File: src/design/board_defines.svh
`ifndef BOARD_DEFINES_SVH
`define BOARD_DEFINES_SVH

// Cell geometry.
`define CELL_PX 32
`define CELL_SHIFT 5
`define BOARD_CELLS 16

// Settings registers: x position, y position, board size.
`define SETTINGS_WORDS 3

// Bevel width of a covered button.
`define MARGIN 4

// 12-bit RGB palette.
`define COL_BUTTON_BACK 12'hCCC
`define COL_BUTTON_WHITE 12'hFFF
`define COL_BUTTON_GRAY 12'h777
`define COL_UNCOVERED_BACK 12'hBBB
`define COL_UNCOVERED_EDGE 12'h888

`endif
File: src/design/board_pkg.sv
package board_pkg;

  typedef struct packed {
    logic [10:0] hcount;
    logic        vsync;
    logic        hblnk;
    logic [10:0] vcount;
    logic        hsync;
    logic        vblnk;
    logic [11:0] rgb;
  } vga_bus_t;

  typedef struct packed {
    logic       mine;
    logic       flag;
    logic       uncovered;
    logic       spare;
    logic [3:0] count; // Neighbouring mines.
  } cell_t;

  typedef enum logic [1:0] {
    MODE_MENU = 2'd0,
    MODE_PLAY = 2'd1,
    MODE_OVER = 2'd2
  } game_mode_t;

  typedef struct packed {
    logic       cyc;
    logic       stb;
    logic [7:0] adr;
  } wb_req_t;

  typedef struct packed {
    logic        ack;
    logic [15:0] dat;
  } wb_rsp_t;

  typedef struct packed {
    logic [10:0] xpos;
    logic [10:0] ypos;
    logic [10:0] size;
  } board_geom_t;

  typedef struct packed {
    logic        we;
    logic        sel; // 0 settings, 1 board.
    logic [7:0]  adr;
    logic [15:0] dat;
  } host_wr_t;

endpackage

File: src/design/wb_store.sv
module wb_store #(
  parameter type word_t = logic [15:0],
  parameter int  DEPTH  = 3
) (
  input  logic              clk,
  input  logic              rst,
  input  logic              wr_en,
  input  logic [7:0]        wr_addr,
  input  word_t             wr_data,
  input  board_pkg::wb_req_t req,
  output board_pkg::wb_rsp_t rsp
);

  localparam int AW = (DEPTH > 1) ? $clog2(DEPTH) : 1;

  word_t mem [DEPTH];

  always_ff @(posedge clk) begin
    if (rst) begin
      for (int i = 0; i < DEPTH; i++) begin
        mem[i] <= '0;
      end
      rsp <= '0;
    end else begin
      if (wr_en && (wr_addr < DEPTH)) begin
        mem[wr_addr[AW-1:0]] <= wr_data;
      end

      // One ack per request, the master drops cyc after it.
      rsp.ack <= req.cyc && req.stb && !rsp.ack;

      if (req.adr < DEPTH) begin
        rsp.dat <= 16'(mem[req.adr[AW-1:0]]);
      end else begin
        rsp.dat <= '0; // Unmapped word.
      end
    end
  end

endmodule

File: config.mk
export PLATFORM = sky130hd
export DESIGN_NAME = wb_store
export DESIGN_NICKNAME = d
export VERILOG_FILES = /design/src/design/board_defines.svh /design/src/design/board_pkg.sv /design/src/design/wb_store.sv
export SDC_FILE = /design/constraint.sdc
export NUM_CORES = 1
export LEC_CHECK = 0
export ABC_AREA = 1
export BUFFER_PORTS_ARGS = -buffer_cell sky130_fd_sc_hd__buf_4
export CELL_PAD_IN_SITES_DETAIL_PLACEMENT = 1
export CELL_PAD_IN_SITES_GLOBAL_PLACEMENT = 1
export CORE_ASPECT_RATIO = 1.4
export CORE_UTILIZATION = 46
export CTS_CLUSTER_DIAMETER = 80
export DETAILED_ROUTE_END_ITERATION = 7
export PLACE_DENSITY_LB_ADDON = 0.08
export SLEW_MARGIN = 20
export SYNTH_ARGS = -nofsm -noshare
export SYNTH_HDL_FRONTEND = slang
export SYNTH_SLANG_ARGS = --single-unit
File: constraint.sdc
create_clock -name clk -period 3.5 [get_ports clk]
set_input_delay 0.875 -clock clk [delete_from_list [all_inputs] [get_ports clk]]
set_output_delay 0.875 -clock clk [all_outputs]
set_load 0.005 [all_outputs]
# Yosys cells after proc, flatten, opt, wreduce, memory -nomap -nowiden
# Memory sizes are Yosys's and may differ from the RTL's. A register that Yosys moved wholly into a read port is not among the register bits.
# Index checks and enable logic that the tools add are counted.
[totals] input_bits=37 reg_bits=1 output_inout_bits=17 ramBits=48 mem_count=1 elab_cells=19
[mem_list] name="mem" words=3 width=16 rd=1 rd_clocked_by_memory_dff=1 write_ports=3 line="wb_store.sv:16" text="word_t mem [DEPTH];"
[op_classes] magnitude_cmp=2 n_reduce_logical=6 n_mux=8 n_bitwise=1
[op_table] operator="8-bit by 2-bit < comparator with 1-bit output, second input constant" count=2
[op_table] operator="16-bit 2-to-1 mux" count=1
[op_table] operator="16-bit OR reduction" count=1
[op_table] operator="1-bit 2-to-1 mux" count=6
[op_table] operator="1-bit logical AND" count=3
[op_table] operator="2-bit 2-to-1 mux" count=1
[op_table] operator="2-bit OR reduction" count=1
[op_table] operator="1-bit zero test" count=1
[op_table] operator="1-bit inverter" count=1

# Longest topological paths before layout
# Gate-level depths: netlist of the first run.
[logic_depth] word_depth=7 ltp_mapped=8 ltp_nobuf=7

# Least setup slack after synthesis of the first run
# No wires, ideal clock.
[synth_path] path_kind="in2reg" startpoint="input wr_addr[4]" endpoint="memory mem[0][0] (netlist bit) (enable)" cell_stages=6 arrival_ps=1857 path_slack_ps=1271 cell_sequence="nor2_1 > nand2_1 > nor2_4 > nand3_4 > buf_6 > nand2_1"
[synth_rtl] item="from (decl)" line="wb_store.sv:8" text="input logic [7:0] wr_addr,"
[synth_rtl] item="to (decl)" line="wb_store.sv:16"

==> flow_summary.ini, run 1 <==
[worst_setup_path]
crit_slowest_cell = nand2_1
r2r_slack_ps = 2640
reg2reg_depth = 6
cp.required_ps = 3490
end_kind = flop
crit_end = mem[2][0]
crit_top_cell = nand2_1
r2r_start = mem[1][10]
crit_start = wr_addr[7]
path_max_fanout = 17
cp_slowest_stage_delay_ps = 650
cp-start-kind = input port
arrival_ps = 2260
r2r-end = rsp[10]
critPathKind = in2reg
worstPathCellList = buf_4 -> nor2_1 -> nand2_1 -> nor2_4 -> nand3_4 -> nand2_1

[clock_network]
cts_made_buffers = 9
post-cts-setup-buffers = 0
cts.sinks = 81
h-tree-depth = 3
cts_buffer_depth = 2
post_cts_resized = 0
cts-hold-fix-buffers = 0
cts_tree = built
clk_pin_slew_ps = 80
insertion_delay_ps = 350
cts_root_buffer = clkbuf_8

[logic_synthesis]
ys_types = 16
yosys_register_bits = 81
synth_area_per_cell_um2 = 9.128
yosysSeqAreaShare_pct = 64.20
netlist_area_mm2 = 0.003523
synth_warnings = 0
syn_inst = 386

[job]
drv_cap = 0

[power]
p_per_area_mw_per_mm2 = 472.1
ir_drop_uv = 285.5
leakage_nw = 2.087

[timing]
finalSetupTns_ps = 0
max_freq_ghz = 0.4391
tightest_slew_ps = 774.4
period_share_pct = 65.07
setup_viol = 0
drv_slew = 0
hold_viol = 0
worst_hold_slack_ps = 452.8
rsz0062_at_grt = false
skew_ps = 6.176
max-slew-margin-rel_pct = 48.25
period_minus_slack_ps = 2278

[route]
wire_per_inst_um = 13.33
num_vias = 2531
via_per_inst = 4.577
finalWirelength_mm = 7.373
drc = 0
dr.pass1.iters = 4
drt.antenna.violating_nets = 0
drt_iter0_drc = 60

[finish]
design_area_mm2 = 0.004217
n_fill_cell = 887
multi_input_area_mm2 = 0.001007
diodes = 0
areaGrowthSynthToFinish_pct = 19.67
utilization_pct = 57.28
final-seq-area_mm2 = 0.002262
drive_gt1_share_pct = 17.32
layout.nets = 488

[placed_design]
dp_hpwl_mm = 5.135
portBuffers = 53
place.gp.congestion = 0.7263
post_dp_cell_area_mm2 = 0.003999

[global_route]
grt-ovfl-total = 0
grt_pass1_vias = 2648
grt_pass1_wl_mm = 12.11
grt_max_degree = 51
antenna_found_initial = 0
grt.total_usage_pct = 20.20

[run_status]
status = finished clean

[floorplan]
ios = 54
core_mm2 = 0.007361
rows = 37
dieArea_mm2 = 0.008018
die_y_um = 105.6
die_w_um = 75.97
start_util_pct = 47.87

[worst_hold_path]
min_path_type = reg2reg
routing by layer:
metal	vias to the layer above	global-route usage [%]	part of all wire, %
li1	1278	-	-
met1	1186	21.22	40
met2	55	38.12	54
met3	12	4.329	3.9
met4	0	9.203	1.8
met5	-	0	0
Yosys cell counts (all sizes together):
cell | number | area [um2]
buf | 12 | 92.58
clkbuf | 2 | 7.510
conb | 1 | 3.750
dfxtp | 17 | 340.3
edfxtp | 64 | 1922
inv | 56 | 210.2
nand2 | 138 | 520.5
nand3 | 4 | 57.55
nor2 | 91 | 364.1
nor3 | 1 | 5.000
cells by family after synthesis:
logic type             synth area share [%]
AND/OR/NAND/NOR                       26.88
flip-flops                            64.20
buffers and inverters                 8.807
other                                0.1064
worst min-delay path by stage:
stage                     slack [ps]  depth (start not counted)      end    start
after floorplan                  420                          1  rsp[16]  rsp[16]
after CTS                        450                          1  rsp[16]  rsp[16]
final                            450                          1  rsp[16]  rsp[16]
after global routing             460                          1  rsp[16]  rsp[16]
after detailed placement         440                          1  rsp[16]  rsp[16]
after global placement           430                          1  rsp[16]  rsp[16]
registers in the layout, indices dropped and copies added (netlist names):
register / cells
rsp: 17
mem: 64
layout by cell type, fill, tap and decap left out, drive strengths merged:
cell	instances
nand2	138
nor2	91
edfxtp	64
inv	57
buf	53
dfxtp	17
conb	16
clkbuf	9
nand3	4
clkinvlp	2
clkinv	2
bufinv	2
nor3	1
report_power, final:
part	internal, W	switching (W)
Combinational	0.0000555	0.0000935
Clock	0.000401	0.000346
Sequential	0.00108	0.0000133
Total	0.00154	0.000453
critical path: cells and delay by family:
kind	cells	cell delay, ps
and+or+nand+nor	5	1260
buffers and inverters	1	110
cell type report:
type / count / share of cell area [%]
Multi-Input combinational cell: 250 / 23.89
Tap cell: 97 / 2.878
Timing Repair Buffer: 53 / 9.436
Clock inverter: 7 / 2.226
Inverter: 56 / 4.985
Clock buffer: 9 / 2.938
Sequential cell: 81 / 53.65
per-stage QoR:
step | std cells | power, W | worst slack, ps
6_report | 553 | 0.001991 | 1222
3_5_place_dp | 537 | 0.001268 | 799.2
4_1_cts | 553 | 0.002009 | 1176
2_1_floorplan | 401 | 0.001203 | 1271
3_3_place_gp | 537 | 0.001257 | 888.7
5_1_grt | 553 | 0.002070 | 1084
(Power assumes the default switching activity.)
==> run 2: changes to the inputs <==
- CORE_UTILIZATION: 46 -> 43
- clock period: 3.5 -> 2.3 ns (I/O delays scaled with it)
==> flow_summary.ini, run 2 (synthesis gave the netlist of run 1 again) <==
[run_status]
status = finished clean

[worst_setup_path]
reg2reg_depth = 6
cp-start-kind = input port
cp.required_ps = 2560
arrival_ps = 1740
path_max_fanout = 50
end_kind = flop
r2r_slack_ps = 1440
critPathKind = in2reg

[placed_design]
dp_slack_ps = 454.9
dp_hpwl_mm = 4.837
post_dp_cell_area_mm2 = 0.004048
place.gp.congestion = 0.6957
portBuffers = 53

[clock_network]
cts_root_buffer = clkbuf_8
cts-hold-fix-buffers = 0
cts.sinks = 81
cts_tree = built
cts_made_buffers = 9
h-tree-depth = 3
clk_pin_slew_ps = 80
post-cts-setup-buffers = 0
cts_buffer_depth = 2
post_cts_resized = 0
insertion_delay_ps = 360

[global_route]
grt_max_degree = 51
grt.total_usage_pct = 19.77
antenna_found_initial = 0
grt_pass1_wl_mm = 12.32
grt-ovfl-total = 0
grt_pass1_vias = 2650

[route]
dr.pass1.iters = 4
finalWirelength_mm = 7.460
wire_per_inst_um = 13.27
met1_length_mm = 2.968
dr.max_layer_used = met4
drc = 0
drt.antenna.violating_nets = 0
via_per_inst = 4.523
drt_iter0_drc = 78
routed-wl-met2_mm = 4.125
num_vias = 2542
wl_met3_um = 253

[floorplan]
dieArea_mm2 = 0.008565
core_mm2 = 0.007845
rows = 38
start_util_pct = 44.91
die_y_um = 109.1
ios = 54
die_w_um = 78.51

[finish]
design_area_mm2 = 0.004247
regMostFlops = mem
areaGrowthSynthToFinish_pct = 20.53
n_fill_cell = 953
layout.nets = 494
reg.largest.list = mem (64), rsp (17)
final_common_cell = nand2_1
drive_gt1_share_pct = 17.97
diodes = 0
utilization_pct = 54.13
layout_common_cells = nand2_1, nor2_1, edfxtp_1, buf_4, inv_1
largest_reg_flops = 64

[timing]
hold_viol = 0
skew_ps = 10.83
tightest_slew_ps = 525.3
drv_slew = 0
period_minus_slack_ps = 1479
finalSetupTns_ps = 0
max-slew-margin-rel_pct = 64.98
period_share_pct = 64.31
rsz0062_at_grt = false
worst_hold_slack_ps = 395.0
fin_ws_ps = 820.9
max_freq_ghz = 0.6761
setup_viol = 0

[power]
leakage_nw = 2.112
ir_drop_uv = 426.0
p_per_area_mw_per_mm2 = 693.2

[worst_hold_path]
min_path_type = in2reg
min_path_cells = 1

[job]
drv_cap = 0
[run 2: per-layer routing]
layer  GRT usage, %  vias to the layer above
li1               -                     1288
met1          21.48                     1200
met2          36.27                       45
met3          5.272                        9
met4          7.540                        0
met5              0                        -
[run 2: where the power goes]
| part | internal (W) | switching (W) | total, W |
|---|---|---|---|
| sequential | 0.00164 | 0.0000182 | 0.00166 |
| combinational | 0.0000879 | 0.000140 | 0.000228 |
| clock | 0.000559 | 0.000495 | 0.00105 |
[run 2: layout make-up]
class / count / area [um2] / area share (%)
clock inverter: 3 / 40.04 / 0.9428
tap: 100 / 125.1 / 2.946
inverter: 56 / 210.2 / 4.950
sequential: 81 / 2262 / 53.27
timing repair buffer: 59 / 442.9 / 10.43
multi-input combinational: 250 / 1007 / 23.72
clock buffer: 13 / 158.9 / 3.742
[run 2: final timing paths]
check	from	to
worst min-delay path	wr_data[5]	mem[3][5]
worst max register to register	mem[0][3]	rsp[3]
worst max-delay path	req[0]	rsp[7]
worst min register to register	rsp[16]	rsp[16]
[run 2: per-stage QoR]
step	std cells	total power (W)
after floorplan	401	0.001830
after global routing	562	0.003073
final	562	0.002944
after detailed placement	546	0.001928
after global placement	546	0.001914
after CTS	562	0.002981
[run 2: critical path: stages]
cell,delay [ps]
buf_4,410
inv_2,300
nand2_1,130
nand2_1,70
nand2_1,60
nand2_1,50
nand2_1,70
inv_1,40
==> run 3: changes to the inputs <==
- ABC_AREA: 1 -> 0
- clock period: 2.3 -> 1.3 ns (I/O delays scaled with it)
==> flow_summary.ini, run 3 <==
[run_status]
status = finished with violations
violations = setup timing

[route]
drt_iter0_drc = 151
drc = 0
dr.pass1.iters = 4
num_vias = 2290
via_per_inst = 5.505
finalWirelength_mm = 9.199
drt.antenna.violating_nets = 0
wire_per_inst_um = 22.11

[worst_setup_path]
arrival_ps = 1680
critPathKind = in2reg
path_max_fanout = 7
r2r_start = mem[3][3]
r2r_slack_ps = 90
r2r-end = rsp[3]
reg2reg_depth = 2
cp-start-kind = input port
end_kind = flop
cp.required_ps = 1440

[floorplan]
ios = 54
core_mm2 = 0.008247
die_w_um = 80.34
rows = 39
start_util_pct = 44.80
die_y_um = 111.7
dieArea_mm2 = 0.008972

[job]
drv_cap = 0

[global_route]
antenna_found_initial = 0
grt.total_usage_pct = 21.52
grt-ovfl-total = 0
grt_pass1_vias = 2509
grt_max_degree = 19
grt_pass1_wl_mm = 13.70

[clock_network]
cts-hold-fix-buffers = 0
h-tree-depth = 3
insertion_delay_ps = 330
cts_buffer_depth = 2
clk_pin_slew_ps = 60
cts_made_buffers = 9
cts_tree = built
cts_root_buffer = clkbuf_16
cts.sinks = 81

[timing]
period_share_pct = 117.9
setup_viol = 96
drv_slew = 0
finalSetupTns_ps = -15870
fin_ws_ps = -233.2
hold_viol = 0
period_minus_slack_ps = 1533
max_freq_ghz = 0.6522
rsz0062_at_grt = true
skew_ps = 4.336

[logic_synthesis]
ys_types = 22
yosysMostFrequentCell = edfxtp_1
yosysSeqAreaShare_pct = 61.23
synthFlopType = edfxtp_1
yosys_register_bits = 81
yosys.area.top_type_share_pct = 52.01
synthTopCellsByArea = edfxtp_1, nor4_2, mux4_2
syn_inst = 216
synth_warnings = 0
async_reset_ff_share_pct = 0
synth-edff-count = 64
netlist_area_mm2 = 0.003695
synth_top_area_cell = edfxtp_1
yosys-top-cells-count = edfxtp_1, nor4_2, dfxtp_1, inv_1
synth_area_per_cell_um2 = 17.11

[finish]
reg.largest.list = mem (64), rsp (17)
areaGrowthSynthToFinish_pct = 39.86
layout.nets = 346
regMostFlops = mem
layout_common_cells = buf_4, edfxtp_1, nor4_4, nor4_2
final_common_cell = buf_4
diodes = 0
instances_no_fill = 416
largest_reg_flops = 64
drive_gt1_share_pct = 55.41

[placed_design]
dp_slack_ps = -606.0
place.gp.congestion = 0.6865
placedCellCount = 388
dp_hpwl_mm = 5.327
portBuffers = 53

[power]
ir_drop_uv = 782.8
leakage_nw = 1.911
p_per_area_mw_per_mm2 = 1138

[worst_hold_path]
min_path_cells = 1
min_path_type = in2reg
holdPathEnd = mem[3][1]
worst_hold_startpoint = wr_data[1]
## run 3: timing repair
item	CTS	global route
setup buffers	3	5
pin swaps	13	10
gates resized for setup	20	31
setup endpoints to repair	96	96
endpoints found under the hold margin	0	0
cloned	4	1
## run 3: per-layer routing
metal | routed length, um | GRT usage (%) | vias up
met4 | 193 | 7.619 | 0
met2 | 5063 | 38.14 | 56
met3 | 308 | 4.262 | 13
met1 | 3634 | 25.31 | 1174
li1 | - | - | 1047
met5 | 0 | 0 | -
## run 3: kinds of logic (layout without fill, tap and decap cells)
kind of cell	Yosys count	count (layout)	share of synthesized area, %
compound gates	3	3	0.6095
flops	81	81	61.23
buf+inv	42	125	6.366
simple gates	73	73	21.94
other cells	1	16	0.1015
mux	16	16	9.753
## run 3: where the power goes
group          total, W  switching [W]  internal [W]
combinational  0.000621       0.000337      0.000284
clock           0.00230       0.000957       0.00135
sequential      0.00295      0.0000390       0.00291
## run 3: worst max-delay path by stage
stage / start / endpoint / slack [ps] / cells after the start
final: wr_addr[3] / mem[2][15] / -230 / 5
after global routing: wr_addr[3] / mem[2][14] / -250 / 5
after CTS: wr_addr[7] / mem[0][7] / -200 / 4
after detailed placement: wr_addr[3] / mem[2][0] / -610 / 4
after global placement: wr_addr[7] / mem[1][14] / -530 / 4
after floorplan: wr_addr[7] / mem[0][0] / -780 / 4
## run 3: final cells by class
type,count,area [um2]
Fill cell,758,3079
Sequential cell,81,2262
Multi-Input combinational cell,108,1545
Timing Repair Buffer,92,905.9
Clock buffer,15,257.7
Tap cell,102,127.6
Inverter,17,63.81
Clock inverter,1,5.005
## run 3: stage by stage
step | hold slack, ps | util (%) | power (W) | cell area (um2)
2_1_floorplan | 400.7 | - | 0.003298 | 3877
3_3_place_gp | 414.6 | 53.51 | 0.003506 | 4413
3_5_place_dp | 418.8 | 53.51 | 0.003524 | 4413
4_1_cts | 159.6 | 59.31 | 0.005850 | 4891
5_1_grt | 164.3 | 62.66 | 0.006070 | 5167
6_report | 173.9 | 62.66 | 0.005879 | 5167
## run 3: critical path: stages
cell,delay [ps]
buf_6,90
or4b_4,620
buf_4,190
clkbuf_16,170
nor4_4,290
