### src/design/board_defines.svh
`ifndef BOARD_DEFINES_SVH
`define BOARD_DEFINES_SVH

// Cell geometry.
`define CELL_PX 32
`define CELL_SHIFT 5
`define BOARD_CELLS 16

// Settings registers: x position, y position, board size.
`define SETTINGS_WORDS 3

// Bevel width of a covered button.
`define MARGIN 4

// 12-bit RGB palette.
`define COL_BUTTON_BACK 12'hCCC
`define COL_BUTTON_WHITE 12'hFFF
`define COL_BUTTON_GRAY 12'h777
`define COL_UNCOVERED_BACK 12'hBBB
`define COL_UNCOVERED_EDGE 12'h888

`endif
### src/design/board_pkg.sv
package board_pkg;

  typedef struct packed {
    logic [10:0] hcount;
    logic        vsync;
    logic        hblnk;
    logic [10:0] vcount;
    logic        hsync;
    logic        vblnk;
    logic [11:0] rgb;
  } vga_bus_t;

  typedef struct packed {
    logic       mine;
    logic       flag;
    logic       uncovered;
    logic       spare;
    logic [3:0] count; // Neighbouring mines.
  } cell_t;

  typedef enum logic [1:0] {
    MODE_MENU = 2'd0,
    MODE_PLAY = 2'd1,
    MODE_OVER = 2'd2
  } game_mode_t;

  typedef struct packed {
    logic       cyc;
    logic       stb;
    logic [7:0] adr;
  } wb_req_t;

  typedef struct packed {
    logic        ack;
    logic [15:0] dat;
  } wb_rsp_t;

  typedef struct packed {
    logic [10:0] xpos;
    logic [10:0] ypos;
    logic [10:0] size;
  } board_geom_t;

  typedef struct packed {
    logic        we;
    logic        sel; // 0 settings, 1 board.
    logic [7:0]  adr;
    logic [15:0] dat;
  } host_wr_t;

endpackage

### src/design/board_renderer.sv
`include "board_defines.svh"

module board_renderer (
  input  logic                  clk,
  input  logic                  rst,
  input  board_pkg::game_mode_t mode,
  input  board_pkg::vga_bus_t   vga_in,
  output board_pkg::vga_bus_t   vga_out,
  output board_pkg::wb_req_t    settings_req,
  input  board_pkg::wb_rsp_t    settings_rsp,
  output board_pkg::wb_req_t    board_req,
  input  board_pkg::wb_rsp_t    board_rsp
);

  localparam int IDX_W = $clog2(`BOARD_CELLS);

  typedef enum logic [1:0] {
    SET_IDLE,
    SET_LOAD,
    SET_DRAW
  } set_state_t;

  typedef enum logic {
    REF_WAIT,
    REF_READ
  } ref_state_t;

  set_state_t             set_state;
  ref_state_t             ref_state;
  board_pkg::board_geom_t geom;
  board_pkg::cell_t       cell_cache [`BOARD_CELLS * `BOARD_CELLS];

  logic        set_read_en, set_ready, brd_read_en, brd_ready;
  logic        set_start, brd_start;
  logic [7:0]  set_addr, brd_addr, set_rd_addr, brd_rd_addr;
  logic [15:0] set_data, brd_data;

  logic [10:0]         dx, dy;
  logic                in_rect;
  board_pkg::cell_t    cur_cell;
  logic [3:0]          glyph;
  board_pkg::vga_bus_t s1_vga;
  logic                s1_active;
  board_pkg::cell_t    s1_cell;
  logic [4:0]          s1_lx, s1_ly;
  logic                pixel_on;
  logic [11:0]         pixel_rgb, uncov_rgb, button_rgb, draw_rgb;

  // Settings load: three back-to-back reads on entry to play.
  assign set_read_en = set_start ||
                       (set_state == SET_LOAD && set_ready &&
                        set_addr != 8'(`SETTINGS_WORDS - 1));
  assign set_rd_addr = set_ready ? set_addr + 8'd1 : set_addr; // Next word in the ready cycle.

  always_ff @(posedge clk) begin
    if (rst) begin
      set_state <= SET_IDLE;
      set_start <= 1'b0;
      set_addr  <= '0;
      geom      <= '0;
    end else begin
      set_start <= 1'b0;
      case (set_state)
        SET_IDLE: begin
          if (mode == board_pkg::MODE_PLAY) begin
            set_start <= 1'b1;
            set_addr  <= '0;
            set_state <= SET_LOAD;
          end
        end
        SET_LOAD: begin
          if (set_ready) begin
            case (set_addr[1:0])
              2'd0:    geom.xpos <= set_data[10:0];
              2'd1:    geom.ypos <= set_data[10:0];
              default: geom.size <= set_data[10:0];
            endcase
            if (set_addr == 8'(`SETTINGS_WORDS - 1)) begin
              set_state <= SET_DRAW;
            end else begin
              set_addr <= set_addr + 8'd1;
            end
          end
        end
        SET_DRAW: begin
          if (mode == board_pkg::MODE_MENU) set_state <= SET_IDLE;
        end
        default: set_state <= SET_IDLE;
      endcase
    end
  end

  // Board refresh at frame start, frame starts during a refresh are ignored.
  assign brd_read_en = brd_start ||
                       (ref_state == REF_READ && brd_ready && brd_addr != 8'hFF);
  assign brd_rd_addr = brd_ready ? brd_addr + 8'd1 : brd_addr; // Next cell in the ready cycle.

  always_ff @(posedge clk) begin
    if (rst) begin
      ref_state <= REF_WAIT;
      brd_start <= 1'b0;
      brd_addr  <= '0;
      for (int i = 0; i < `BOARD_CELLS * `BOARD_CELLS; i++) begin
        cell_cache[i] <= '0;
      end
    end else begin
      brd_start <= 1'b0;
      case (ref_state)
        REF_WAIT: begin
          if (vga_in.vcount == '0 && vga_in.hcount == '0 &&
              mode != board_pkg::MODE_MENU) begin
            brd_start <= 1'b1;
            brd_addr  <= '0;
            ref_state <= REF_READ;
          end
        end
        REF_READ: begin
          if (brd_ready) begin
            cell_cache[brd_addr] <= board_pkg::cell_t'(brd_data[7:0]);
            if (brd_addr == 8'hFF) begin
              ref_state <= REF_WAIT;
            end else begin
              brd_addr <= brd_addr + 8'd1;
            end
          end
        end
        default: ref_state <= REF_WAIT;
      endcase
    end
  end

  // Stage 1 position decode.
  assign dx      = vga_in.hcount - geom.xpos;
  assign dy      = vga_in.vcount - geom.ypos;
  assign in_rect = ({1'b0, vga_in.hcount} >= {1'b0, geom.xpos}) &&
                   ({1'b0, vga_in.hcount} < {1'b0, geom.xpos} + {1'b0, geom.size}) &&
                   ({1'b0, vga_in.vcount} >= {1'b0, geom.ypos}) &&
                   ({1'b0, vga_in.vcount} < {1'b0, geom.ypos} + {1'b0, geom.size});
  assign cur_cell = cell_cache[{dy[`CELL_SHIFT +: IDX_W], dx[`CELL_SHIFT +: IDX_W]}];

  always_comb begin
    if (cur_cell.uncovered && cur_cell.mine) glyph = 4'd10;
    else if (cur_cell.uncovered) glyph = cur_cell.count;
    else if (cur_cell.flag) glyph = 4'd9;
    else glyph = 4'd0;
  end

  always_ff @(posedge clk) begin
    if (rst) begin
      s1_vga    <= '0;
      s1_active <= 1'b0;
    end else begin
      s1_vga    <= vga_in;
      s1_active <= in_rect && (set_state == SET_DRAW);
    end
  end

  always_ff @(posedge clk) begin
    s1_cell <= cur_cell;
    s1_lx   <= dx[`CELL_SHIFT-1:0];
    s1_ly   <= dy[`CELL_SHIFT-1:0];
  end

  // Stage 2 colour select.
  always_comb begin
    if (s1_lx == '0 || s1_ly == '0 || s1_lx == 5'(`CELL_PX - 1) || s1_ly == 5'(`CELL_PX - 1))
      uncov_rgb = `COL_UNCOVERED_EDGE;
    else
      uncov_rgb = `COL_UNCOVERED_BACK;
    if (s1_lx >= `MARGIN && s1_lx < `CELL_PX - `MARGIN &&
        s1_ly >= `MARGIN && s1_ly < `CELL_PX - `MARGIN)
      button_rgb = `COL_BUTTON_BACK;
    else if (s1_lx >= s1_ly)
      button_rgb = `COL_BUTTON_WHITE;
    else
      button_rgb = `COL_BUTTON_GRAY;

    if (!s1_active) draw_rgb = s1_vga.rgb;
    else if (s1_cell.uncovered && (s1_cell.mine || s1_cell.count != '0))
      draw_rgb = pixel_on ? pixel_rgb : uncov_rgb;
    else if (s1_cell.uncovered) draw_rgb = uncov_rgb;
    else if (s1_cell.flag) draw_rgb = pixel_on ? pixel_rgb : button_rgb;
    else draw_rgb = button_rgb;
  end

  always_ff @(posedge clk) begin
    if (rst) begin
      vga_out <= '0;
    end else begin
      vga_out     <= s1_vga;
      vga_out.rgb <= draw_rgb;
    end
  end

  wb_read_master settings_master (
    .clk        (clk),
    .rst        (rst),
    .read_en    (set_read_en),
    .read_addr  (set_rd_addr),
    .read_data  (set_data),
    .read_ready (set_ready),
    .req        (settings_req),
    .rsp        (settings_rsp)
  );

  wb_read_master board_master (
    .clk        (clk),
    .rst        (rst),
    .read_en    (brd_read_en),
    .read_addr  (brd_rd_addr),
    .read_data  (brd_data),
    .read_ready (brd_ready),
    .req        (board_req),
    .rsp        (board_rsp)
  );

  glyph_painter painter (
    .clk       (clk),
    .glyph     (glyph),
    .local_x   (dx[`CELL_SHIFT-1:0]),
    .local_y   (dy[`CELL_SHIFT-1:0]),
    .pixel_on  (pixel_on),
    .pixel_rgb (pixel_rgb)
  );

endmodule

### src/design/glyph_painter.sv
module glyph_painter (
  input  logic        clk,
  input  logic [3:0]  glyph,
  input  logic [4:0]  local_x,
  input  logic [4:0]  local_y,
  output logic        pixel_on,
  output logic [11:0] pixel_rgb
);

  localparam logic [4:0] GLYPH_LO = 5'd8;
  localparam logic [4:0] GLYPH_HI = 5'd23;

  logic [75:0] glyph_def;
  logic [63:0] bitmap;
  logic [11:0] colour;
  logic [4:0]  off_x;
  logic [4:0]  off_y;
  logic [5:0]  bit_idx;
  logic        in_box;

  assign off_x   = local_x - GLYPH_LO;
  assign off_y   = local_y - GLYPH_LO;
  assign bit_idx = {off_y[3:1], off_x[3:1]}; // 2x scale.
  assign in_box  = (local_x >= GLYPH_LO) && (local_x <= GLYPH_HI) &&
                   (local_y >= GLYPH_LO) && (local_y <= GLYPH_HI);

  // Colour on top, then 8 rows with row 0 in the high byte.
  always_comb begin
    case (glyph)
      4'd1:    glyph_def = {12'h00F, 64'h1838181818187E00};
      4'd2:    glyph_def = {12'h080, 64'h3C66060C18307E00};
      4'd3:    glyph_def = {12'hF00, 64'h3C66061C06663C00};
      4'd4:    glyph_def = {12'h008, 64'h0C1C3C6C7E0C0C00};
      4'd5:    glyph_def = {12'h800, 64'h7E607C0606663C00};
      4'd6:    glyph_def = {12'h088, 64'h3C607C6666663C00};
      4'd7:    glyph_def = {12'h000, 64'h7E060C1830303000};
      4'd8:    glyph_def = {12'h444, 64'h3C66663C66663C00};
      4'd9:    glyph_def = {12'hF00, 64'h181E1F1E18187E00}; // Flag.
      4'd10:   glyph_def = {12'h000, 64'h105438FE38541000}; // Mine.
      default: glyph_def = '0;
    endcase
  end

  assign colour = glyph_def[75:64];
  assign bitmap = glyph_def[63:0];

  always_ff @(posedge clk) begin
    pixel_on  <= in_box && bitmap[6'd63 - bit_idx];
    pixel_rgb <= colour;
  end

endmodule

### src/design/wb_read_master.sv
module wb_read_master (
  input  logic               clk,
  input  logic               rst,
  input  logic               read_en,
  input  logic [7:0]         read_addr,
  output logic [15:0]        read_data,
  output logic               read_ready,
  output board_pkg::wb_req_t req,
  input  board_pkg::wb_rsp_t rsp
);

  typedef enum logic {
    M_IDLE,
    M_WAIT
  } state_t;

  state_t state;

  always_ff @(posedge clk) begin
    if (rst) begin
      state      <= M_IDLE;
      req        <= '0;
      read_ready <= 1'b0;
    end else begin
      read_ready <= 1'b0;
      case (state)
        M_IDLE: begin
          if (read_en) begin
            req.cyc <= 1'b1;
            req.stb <= 1'b1;
            req.adr <= read_addr;
            state   <= M_WAIT;
          end
        end
        M_WAIT: begin
          if (rsp.ack) begin // Single beat, release the bus.
            req.cyc    <= 1'b0;
            req.stb    <= 1'b0;
            read_ready <= 1'b1;
            state      <= M_IDLE;
          end
        end
        default: state <= M_IDLE;
      endcase
    end
  end

  always_ff @(posedge clk) begin
    if (state == M_WAIT && rsp.ack) begin
      read_data <= rsp.dat;
    end
  end

endmodule

### config.mk
export PLATFORM = sky130hd
export DESIGN_NAME = board_renderer
export DESIGN_NICKNAME = d
export VERILOG_FILES = /design/src/design/board_pkg.sv /design/src/design/board_renderer.sv /design/src/design/glyph_painter.sv /design/src/design/wb_read_master.sv
export VERILOG_INCLUDE_DIRS = /design/src /design/src/design
export SDC_FILE = /design/constraint.sdc
export NUM_CORES = 2
export LEC_CHECK = 0
export BUFFER_PORTS_ARGS = -buffer_cell sky130_fd_sc_hd__buf_2
export CORE_MARGIN = 1
export CORE_UTILIZATION = 25
export DETAILED_ROUTE_END_ITERATION = 8
export SLEW_MARGIN = 5
export SYNTH_ARGS = -nofsm -noshare
export SYNTH_HDL_FRONTEND = slang
export SYNTH_SLANG_ARGS = --single-unit
### constraint.sdc
create_clock -name clk -period 17 [get_ports clk]
set_input_delay 1.7 -clock clk [delete_from_list [all_inputs] [get_ports clk]]
set_output_delay 1.7 -clock clk [all_outputs]
set_load 0.005 [all_outputs]
Yosys cells after proc, flatten, opt, wreduce, memory -nomap -nowiden
Memory sizes are Yosys's and may differ from the RTL's.
Index checks and enable logic that the tools add are counted.
{"block": "op_classes", "bitwise": 5, "n_eq_ne": 22, "mux": 57, "n_addsub": 9, "magnitude_cmp": 14, "n_reduce_logical": 53}
{"cell": "12-bit 2-to-1 mux", "count": 8}
{"cell": "8-bit 2-to-1 mux", "count": 10}
{"cell": "8-bit case mux with 2 select lines", "count": 2}
{"cell": "10-bit 2-to-1 mux", "count": 3}
{"cell": "11-bit by 11-bit adder with 12-bit output", "count": 2}
{"cell": "11-bit by 12-bit less-than comparator with 1-bit output", "count": 2}
{"cell": "11-bit greater-or-equal comparator", "count": 2}
{"cell": "11-bit logical NOT", "count": 2}
{"cell": "1-bit logical AND", "count": 21}
{"cell": "1-bit 2-to-1 mux", "count": 18}
{"cell": "9-bit subtractor", "count": 2}
{"cell": "8-bit by 1-bit adder with 8-bit output (second input constant)", "count": 2}
{"cell": "2-bit != test (second input constant)", "count": 8}
{"cell": "2-bit 2-to-1 mux", "count": 6}
{"cell": "4-bit 2-to-1 mux", "count": 3}
{"cell": "3-bit AND reduction", "count": 4}
{"cell": "5-bit == test (second input constant)", "count": 2}
{"cell": "5-bit by 3-bit greater-or-equal comparator with 1-bit output (second input constant)", "count": 2}
{"cell": "5-bit by 4-bit greater-or-equal comparator with 1-bit output (second input constant)", "count": 2}
{"cell": "5-bit <= comparator (second input constant)", "count": 2}
{"cell": "5-bit logical NOT", "count": 2}
{"cell": "5-bit less-than comparator (second input constant)", "count": 2}
{"cell": "2-bit OR reduction", "count": 5}
{"cell": "8-bit by 2-bit == test with 1-bit output (second input constant)", "count": 1}
{"cell": "22 further kinds", "count": 47}
{"block": "word_totals", "ff_bits": 204, "romBits": 864, "n_memories": 2, "ramBits": 2048, "word_cells": 206, "output_inout_bits": 58}
{"memory": "cell_cache", "depth": 256, "word_bits": 8, "read_ports": 1, "rd_clocked_by_memory_dff": 0, "wr": 256, "line": "board_renderer.sv:31", "text": "board_pkg::cell_t cell_cache [`BOARD_CELLS * `BOARD_CELLS];"}
{"memory": "(name not given)", "depth": 16, "word_bits": 54, "read_ports": 1, "rd_clocked_by_memory_dff": 0, "wr": 0, "line": "glyph_painter.sv:29", "text": "case (glyph)"}

Logic depth before layout (Yosys ltp)
{"block": "logic_depth", "word_depth": 10, "mapped_depth": 31, "depth_no_buf": 26}

Cells and area by module
Synthesis repeated with hierarchy kept, for this count alone.
{"block": "hier_totals", "hier_cells": 7655, "hier_area_um2": 97025.6}
{"module": "board_renderer", "area_per_inst_um2": 93714.9, "n_inst": 1, "cells_each": 7328}
{"module": "wb_read_master", "area_per_inst_um2": 989.7, "n_inst": 2, "cells_each": 63}
{"module": "glyph_painter", "area_per_inst_um2": 1331.3, "n_inst": 1, "cells_each": 201}

Least setup slack after synthesis
OpenSTA, ideal clock, no wires.
{"block": "synth_path", "path_kind": "input -> register", "start": "input vga_in[27] (netlist name)", "end": "register painter.pixel_on", "setup_ps": 116, "cell_stages": 25, "t_arrival_ps": 7017, "path_slack_ps": 9867, "path_cell_list": "inv_1 > ha_1 > inv_1 > fa_1 > a211o_1 > a21o_1 > a211oi_4 > buf_6 > buf_6 > mux2_2 > a221o_1 > a32o_1 > o2111ai_1 > o211ai_1 > a32o_1 > o31ai_4 > inv_1 > a31oi_1 > inv_1 > ha_1 > o22ai_1 > o22ai_2 > a2111o_1 > a41o_1 > o211a_1"}
{"element": "start, declared", "line": "board_renderer.sv:7", "text": "input board_pkg::vga_bus_t vga_in,"}
{"element": "end signal, assigned", "line": "glyph_painter.sv:48", "text": "pixel_on <= in_box && bitmap[6'd63 - bit_idx];"}
{"element": "end, declared", "line": "glyph_painter.sv:6", "text": "output logic pixel_on,"}

Final worst setup path
{"block": "layout_path", "start": "input vga_in[32] (netlist name)", "end": "register painter.pixel_on"}
{"block": "layout_via", "elab_chain_len": 9}
{"element": "9-bit subtractor (*)", "line": "board_renderer.sv:133", "text": "assign dx = vga_in.hcount - geom.xpos;"}
{"element": "memory 256 x 8 bit (*)"}
{"element": "4-bit 2-to-1 mux", "line": "board_renderer.sv:144", "text": "else if (cur_cell.flag) glyph = 4'd9;"}
{"element": "4-bit 2-to-1 mux", "line": "board_renderer.sv:143", "text": "else if (cur_cell.uncovered) glyph = cur_cell.count;"}
{"element": "4-bit 2-to-1 mux (*)", "line": "board_renderer.sv:142", "text": "if (cur_cell.uncovered && cur_cell.mine) glyph = 4'd10;"}
{"element": "memory 16 x 54 bit (*)"}
{"element": "1-bit binary-select mux with 6-bit select (*)", "line": "glyph_painter.sv:48"}
{"element": "1-bit 2-to-1 mux (implied by the code) (*)", "line": "glyph_painter.sv:48"}
{"element": "1-bit logical AND (*)", "line": "glyph_painter.sv:48"}
Mark *: on every way between the ends. The rest lies on a longest branch, timed or not. The select of a mux whose other input is x is not followed.
A chain may end at the register's enable or synchronous reset.

==> impl_results.md <==
- GRT Resource Usage Total: 16.97%
- Synth Flop Type: edfxtp_1
- I/O Pins: 134
- VDD IR max: 0.00008508 V
- Drt first-iter violations: 11654
- Syn Nets: 8365
- Setup CP Type: input port to register
- Clock slew at reported path FFs: 0.06 ns
- H-tree depth: 4
- Max_cap viols: 0
- Final Max Slew Viols: 0
- Largest net degree at the start of global routing: 189
- Critical Path AT: 10.82 ns
- Final setup violation count: 0
- Rows: 229
- Synth warnings: 0
- Post-synth top cells: and3_1 (1829), edfxtp_1 (1810), clkbuf_1 (787)
- Fillers: 39370
- Fraction of layout cells with a size suffix above 1: 11.83%
- Synth top area share: 55.52%
- Global-route wire length before repair: 494.0 mm
- Fin util: 28.14%
- Final instance area: 109600 um2
- Worst Path Max Fanout: 102
- Total wire length: 349.0 mm
- Average wire per standard cell: 26.63 um
- Setup crit start kind: input port
- CTS Buf Count: 214
- Placed inst area: 102800 um2
- Global placement routability congestion: 0.8854
- GRT Residual Overflow: 0
- Post-route ant nets: 0
- Die W: 627.8 um
- Post-CTS resize count: 0
- Die Ht: 627.8 um
- #FFs+latches synth: 1989
- CTS root buffer: clkbuf_16
- Hpwl dp: 203.1 mm
- Via Count: 71448
- Setup Skew: 0.1288 ns
- Syn Area/Cell: 11.94 um2
- Fmax: 0.09921 GHz
- Minimum clock period: 10.08 ns
- Slew HR: 16.16%
- Cells after Synth: 8201
- Seq/Total Area, Yosys: 59.18%
- Fin nets: 7891
- Fin crit share: 59.29%
- Count leader, synth: and3_1
- CTS tree: built
- PortBufs: 119
- Number of synthesized flops with an enable pin: 1810
- Vias in the first global route: 66136
- Setup total negative slack: 0 ns
- Cell Area, Synth: 97910 um2
- CTS Hold Bufs: 0
- Clock network latency to the later pin of the worst-skew pair: 0.93 ns
- Leakage: 43.99 nW
- RSZ-0062 raised after global routing: no
- Post-CTS setup buffers: 0
- TritonRoute pass-1 iters: 8
- Remaining routing DRC violations: 0
- Initial antenna violation count: 27
- Maximum clock path buffer count: 4
- Hold Crit Class: register to register
- Top cells by area, synth: edfxtp_1 (56%), and3_1 (12%), mux4_2 (3.9%), dfxtp_1 (3.7%), clkbuf_1 (3.0%)
- Area leader, netlist: edfxtp_1
- Clock sinks: 1989
- Worst slew pin tran: 1.253 ns
- CP endpoint kind: register
- Worst Path Required: 17.74 ns
- Via density: 5.452
- Outcome: completed
- Core region area: 389400 um2
- Asr flop ratio synth: 0%
- Initial core utilization: 25.14%
- DIE AREA: 394100 um2
- Synth-to-layout area growth: 11.90%
- Cell Pwr Density: 108.8 nW/um2
- Hold Fails Final Rpt: 0
- Synth unique cells: 112
==> report_power, final <==
part | leakage, nW | switching, W | internal, W
combinational | 22.1 | 0.00116 | 0.000472
sequential | 18.6 | 0.0000734 | 0.00556
clock | 3.29 | 0.00203 | 0.00262
==> worst max-delay path, stage by stage <==
cell	delay, ns
buf_2	0.16
ha_4	0.28
buf_4	0.85
o21a_1	0.32
o21ai_0	0.19
a31o_2	0.26
buf_4	0.33
nand2_4	0.54
buf_4	0.70
buf_12	0.45
nand2_1	0.50
a21oi_1	0.29
o22a_1	0.17
a31oi_1	0.19
nor4_2	0.99
o32ai_2	0.43
a21oi_2	0.47
inv_2	0.15
ha_1	0.24
inv_1	0.18
a21oi_1	0.09
a2111oi_0	0.47
o221ai_1	0.19
a31oi_1	0.23
o22a_1	0.18
o211a_1	0.16
==> final timing paths <==
| check | start | endpoint | cells past startpoint | slack (ns) |
|---|---|---|---|---|
| setup / recovery | vga_in[32] | painter.pixel_on | 26 | 6.92 |
| hold / removal | s1_vga[1] | vga_out[1] | 1 | 0.43 |
| setup reg to reg | geom[27] | painter.pixel_on | 26 | 7.56 |
| hold reg to reg | s1_vga[1] | vga_out[1] | 1 | 0.43 |
==> stage by stage <==
stage | total power (W) | hold slack, ns | std cells | worst slack [ns]
2_1_floorplan | 0.006660 | 0.4052 | 8201 | 9.867
3_3_place_gp | 0.007305 | 0.4122 | 12708 | 6.507
3_5_place_dp | 0.007315 | 0.4159 | 12708 | 6.492
4_1_cts | 0.01189 | 0.4349 | 13089 | 7.321
5_1_grt | 0.01219 | 0.4396 | 13090 | 6.879
6_report | 0.01192 | 0.4301 | 13104 | 6.920
==> area by class of cell <==
class                      count  area [um2]  share of cell area, %
antenna                       15       37.54                0.03426
clock buffer                 270        5627                  5.136
clock inverter               111        1096                  1.000
inverter                      80       307.8                 0.2809
multi-input combinational   5130       35700                  32.58
sequential                  1989       57940                  52.88
tap                         5197        6502                  5.935
timing repair buffer         312        2355                  2.149
==> metal layers <==
layer	up-vias	GRT usage [%]	wire length, um
met3	804	3.796	41400
met1	35919	23.25	138300
met2	4517	25.41	151900
li1	30188	-	-
met5	-	0.1605	138
met4	20	7.686	17280
==> registers in the layout, indices dropped and copies added (netlist names), 2 cells and up <==
| name | flops |
|---|---|
| set_state | 2 |
| geom | 33 |
| s1_ly | 5 |
| brd_addr | 8 |
| board_master.read_data | 7 |
| vga_out | 38 |
| s1_cell | 7 |
| set_addr | 8 |
| board_master.req | 9 |
| settings_master.read_data | 11 |
| painter.pixel_rgb | 8 |
| cell_cache | 1792 |
| settings_master.req | 9 |
| s1_vga | 38 |
| s1_lx | 5 |
==> cells in the final DEF (no fill, tap or decap), drive strengths merged, types with 133 or more instances in the layout <==
| cell | count |
|---|---|
| a21o | 266 |
| a211oi | 140 |
| mux4 | 171 |
| dfxtp | 179 |
| nor2 | 206 |
| edfxtp | 1810 |
| o21ai | 148 |
| nand2 | 668 |
| buf | 312 |
| mux2i | 133 |
| and3 | 1829 |
| clkbuf | 270 |
| a21oi | 226 |
| nand3 | 136 |
==> cell families (layout without fill, tap and decap cells) <==
kind of cell    Yosys count  count (layout)  synth area share, %
simple gates           3274            3274                18.57
buf+inv                1082             773                4.824
flops                  1989            1989                59.18
xor+xnor                 42              42               0.3757
fa+ha+maj                88              88                1.155
compound gates         1386            1386                10.18
mux                     340             340                5.715
other cells               0              15                    0
(Power assumes the default switching activity.)
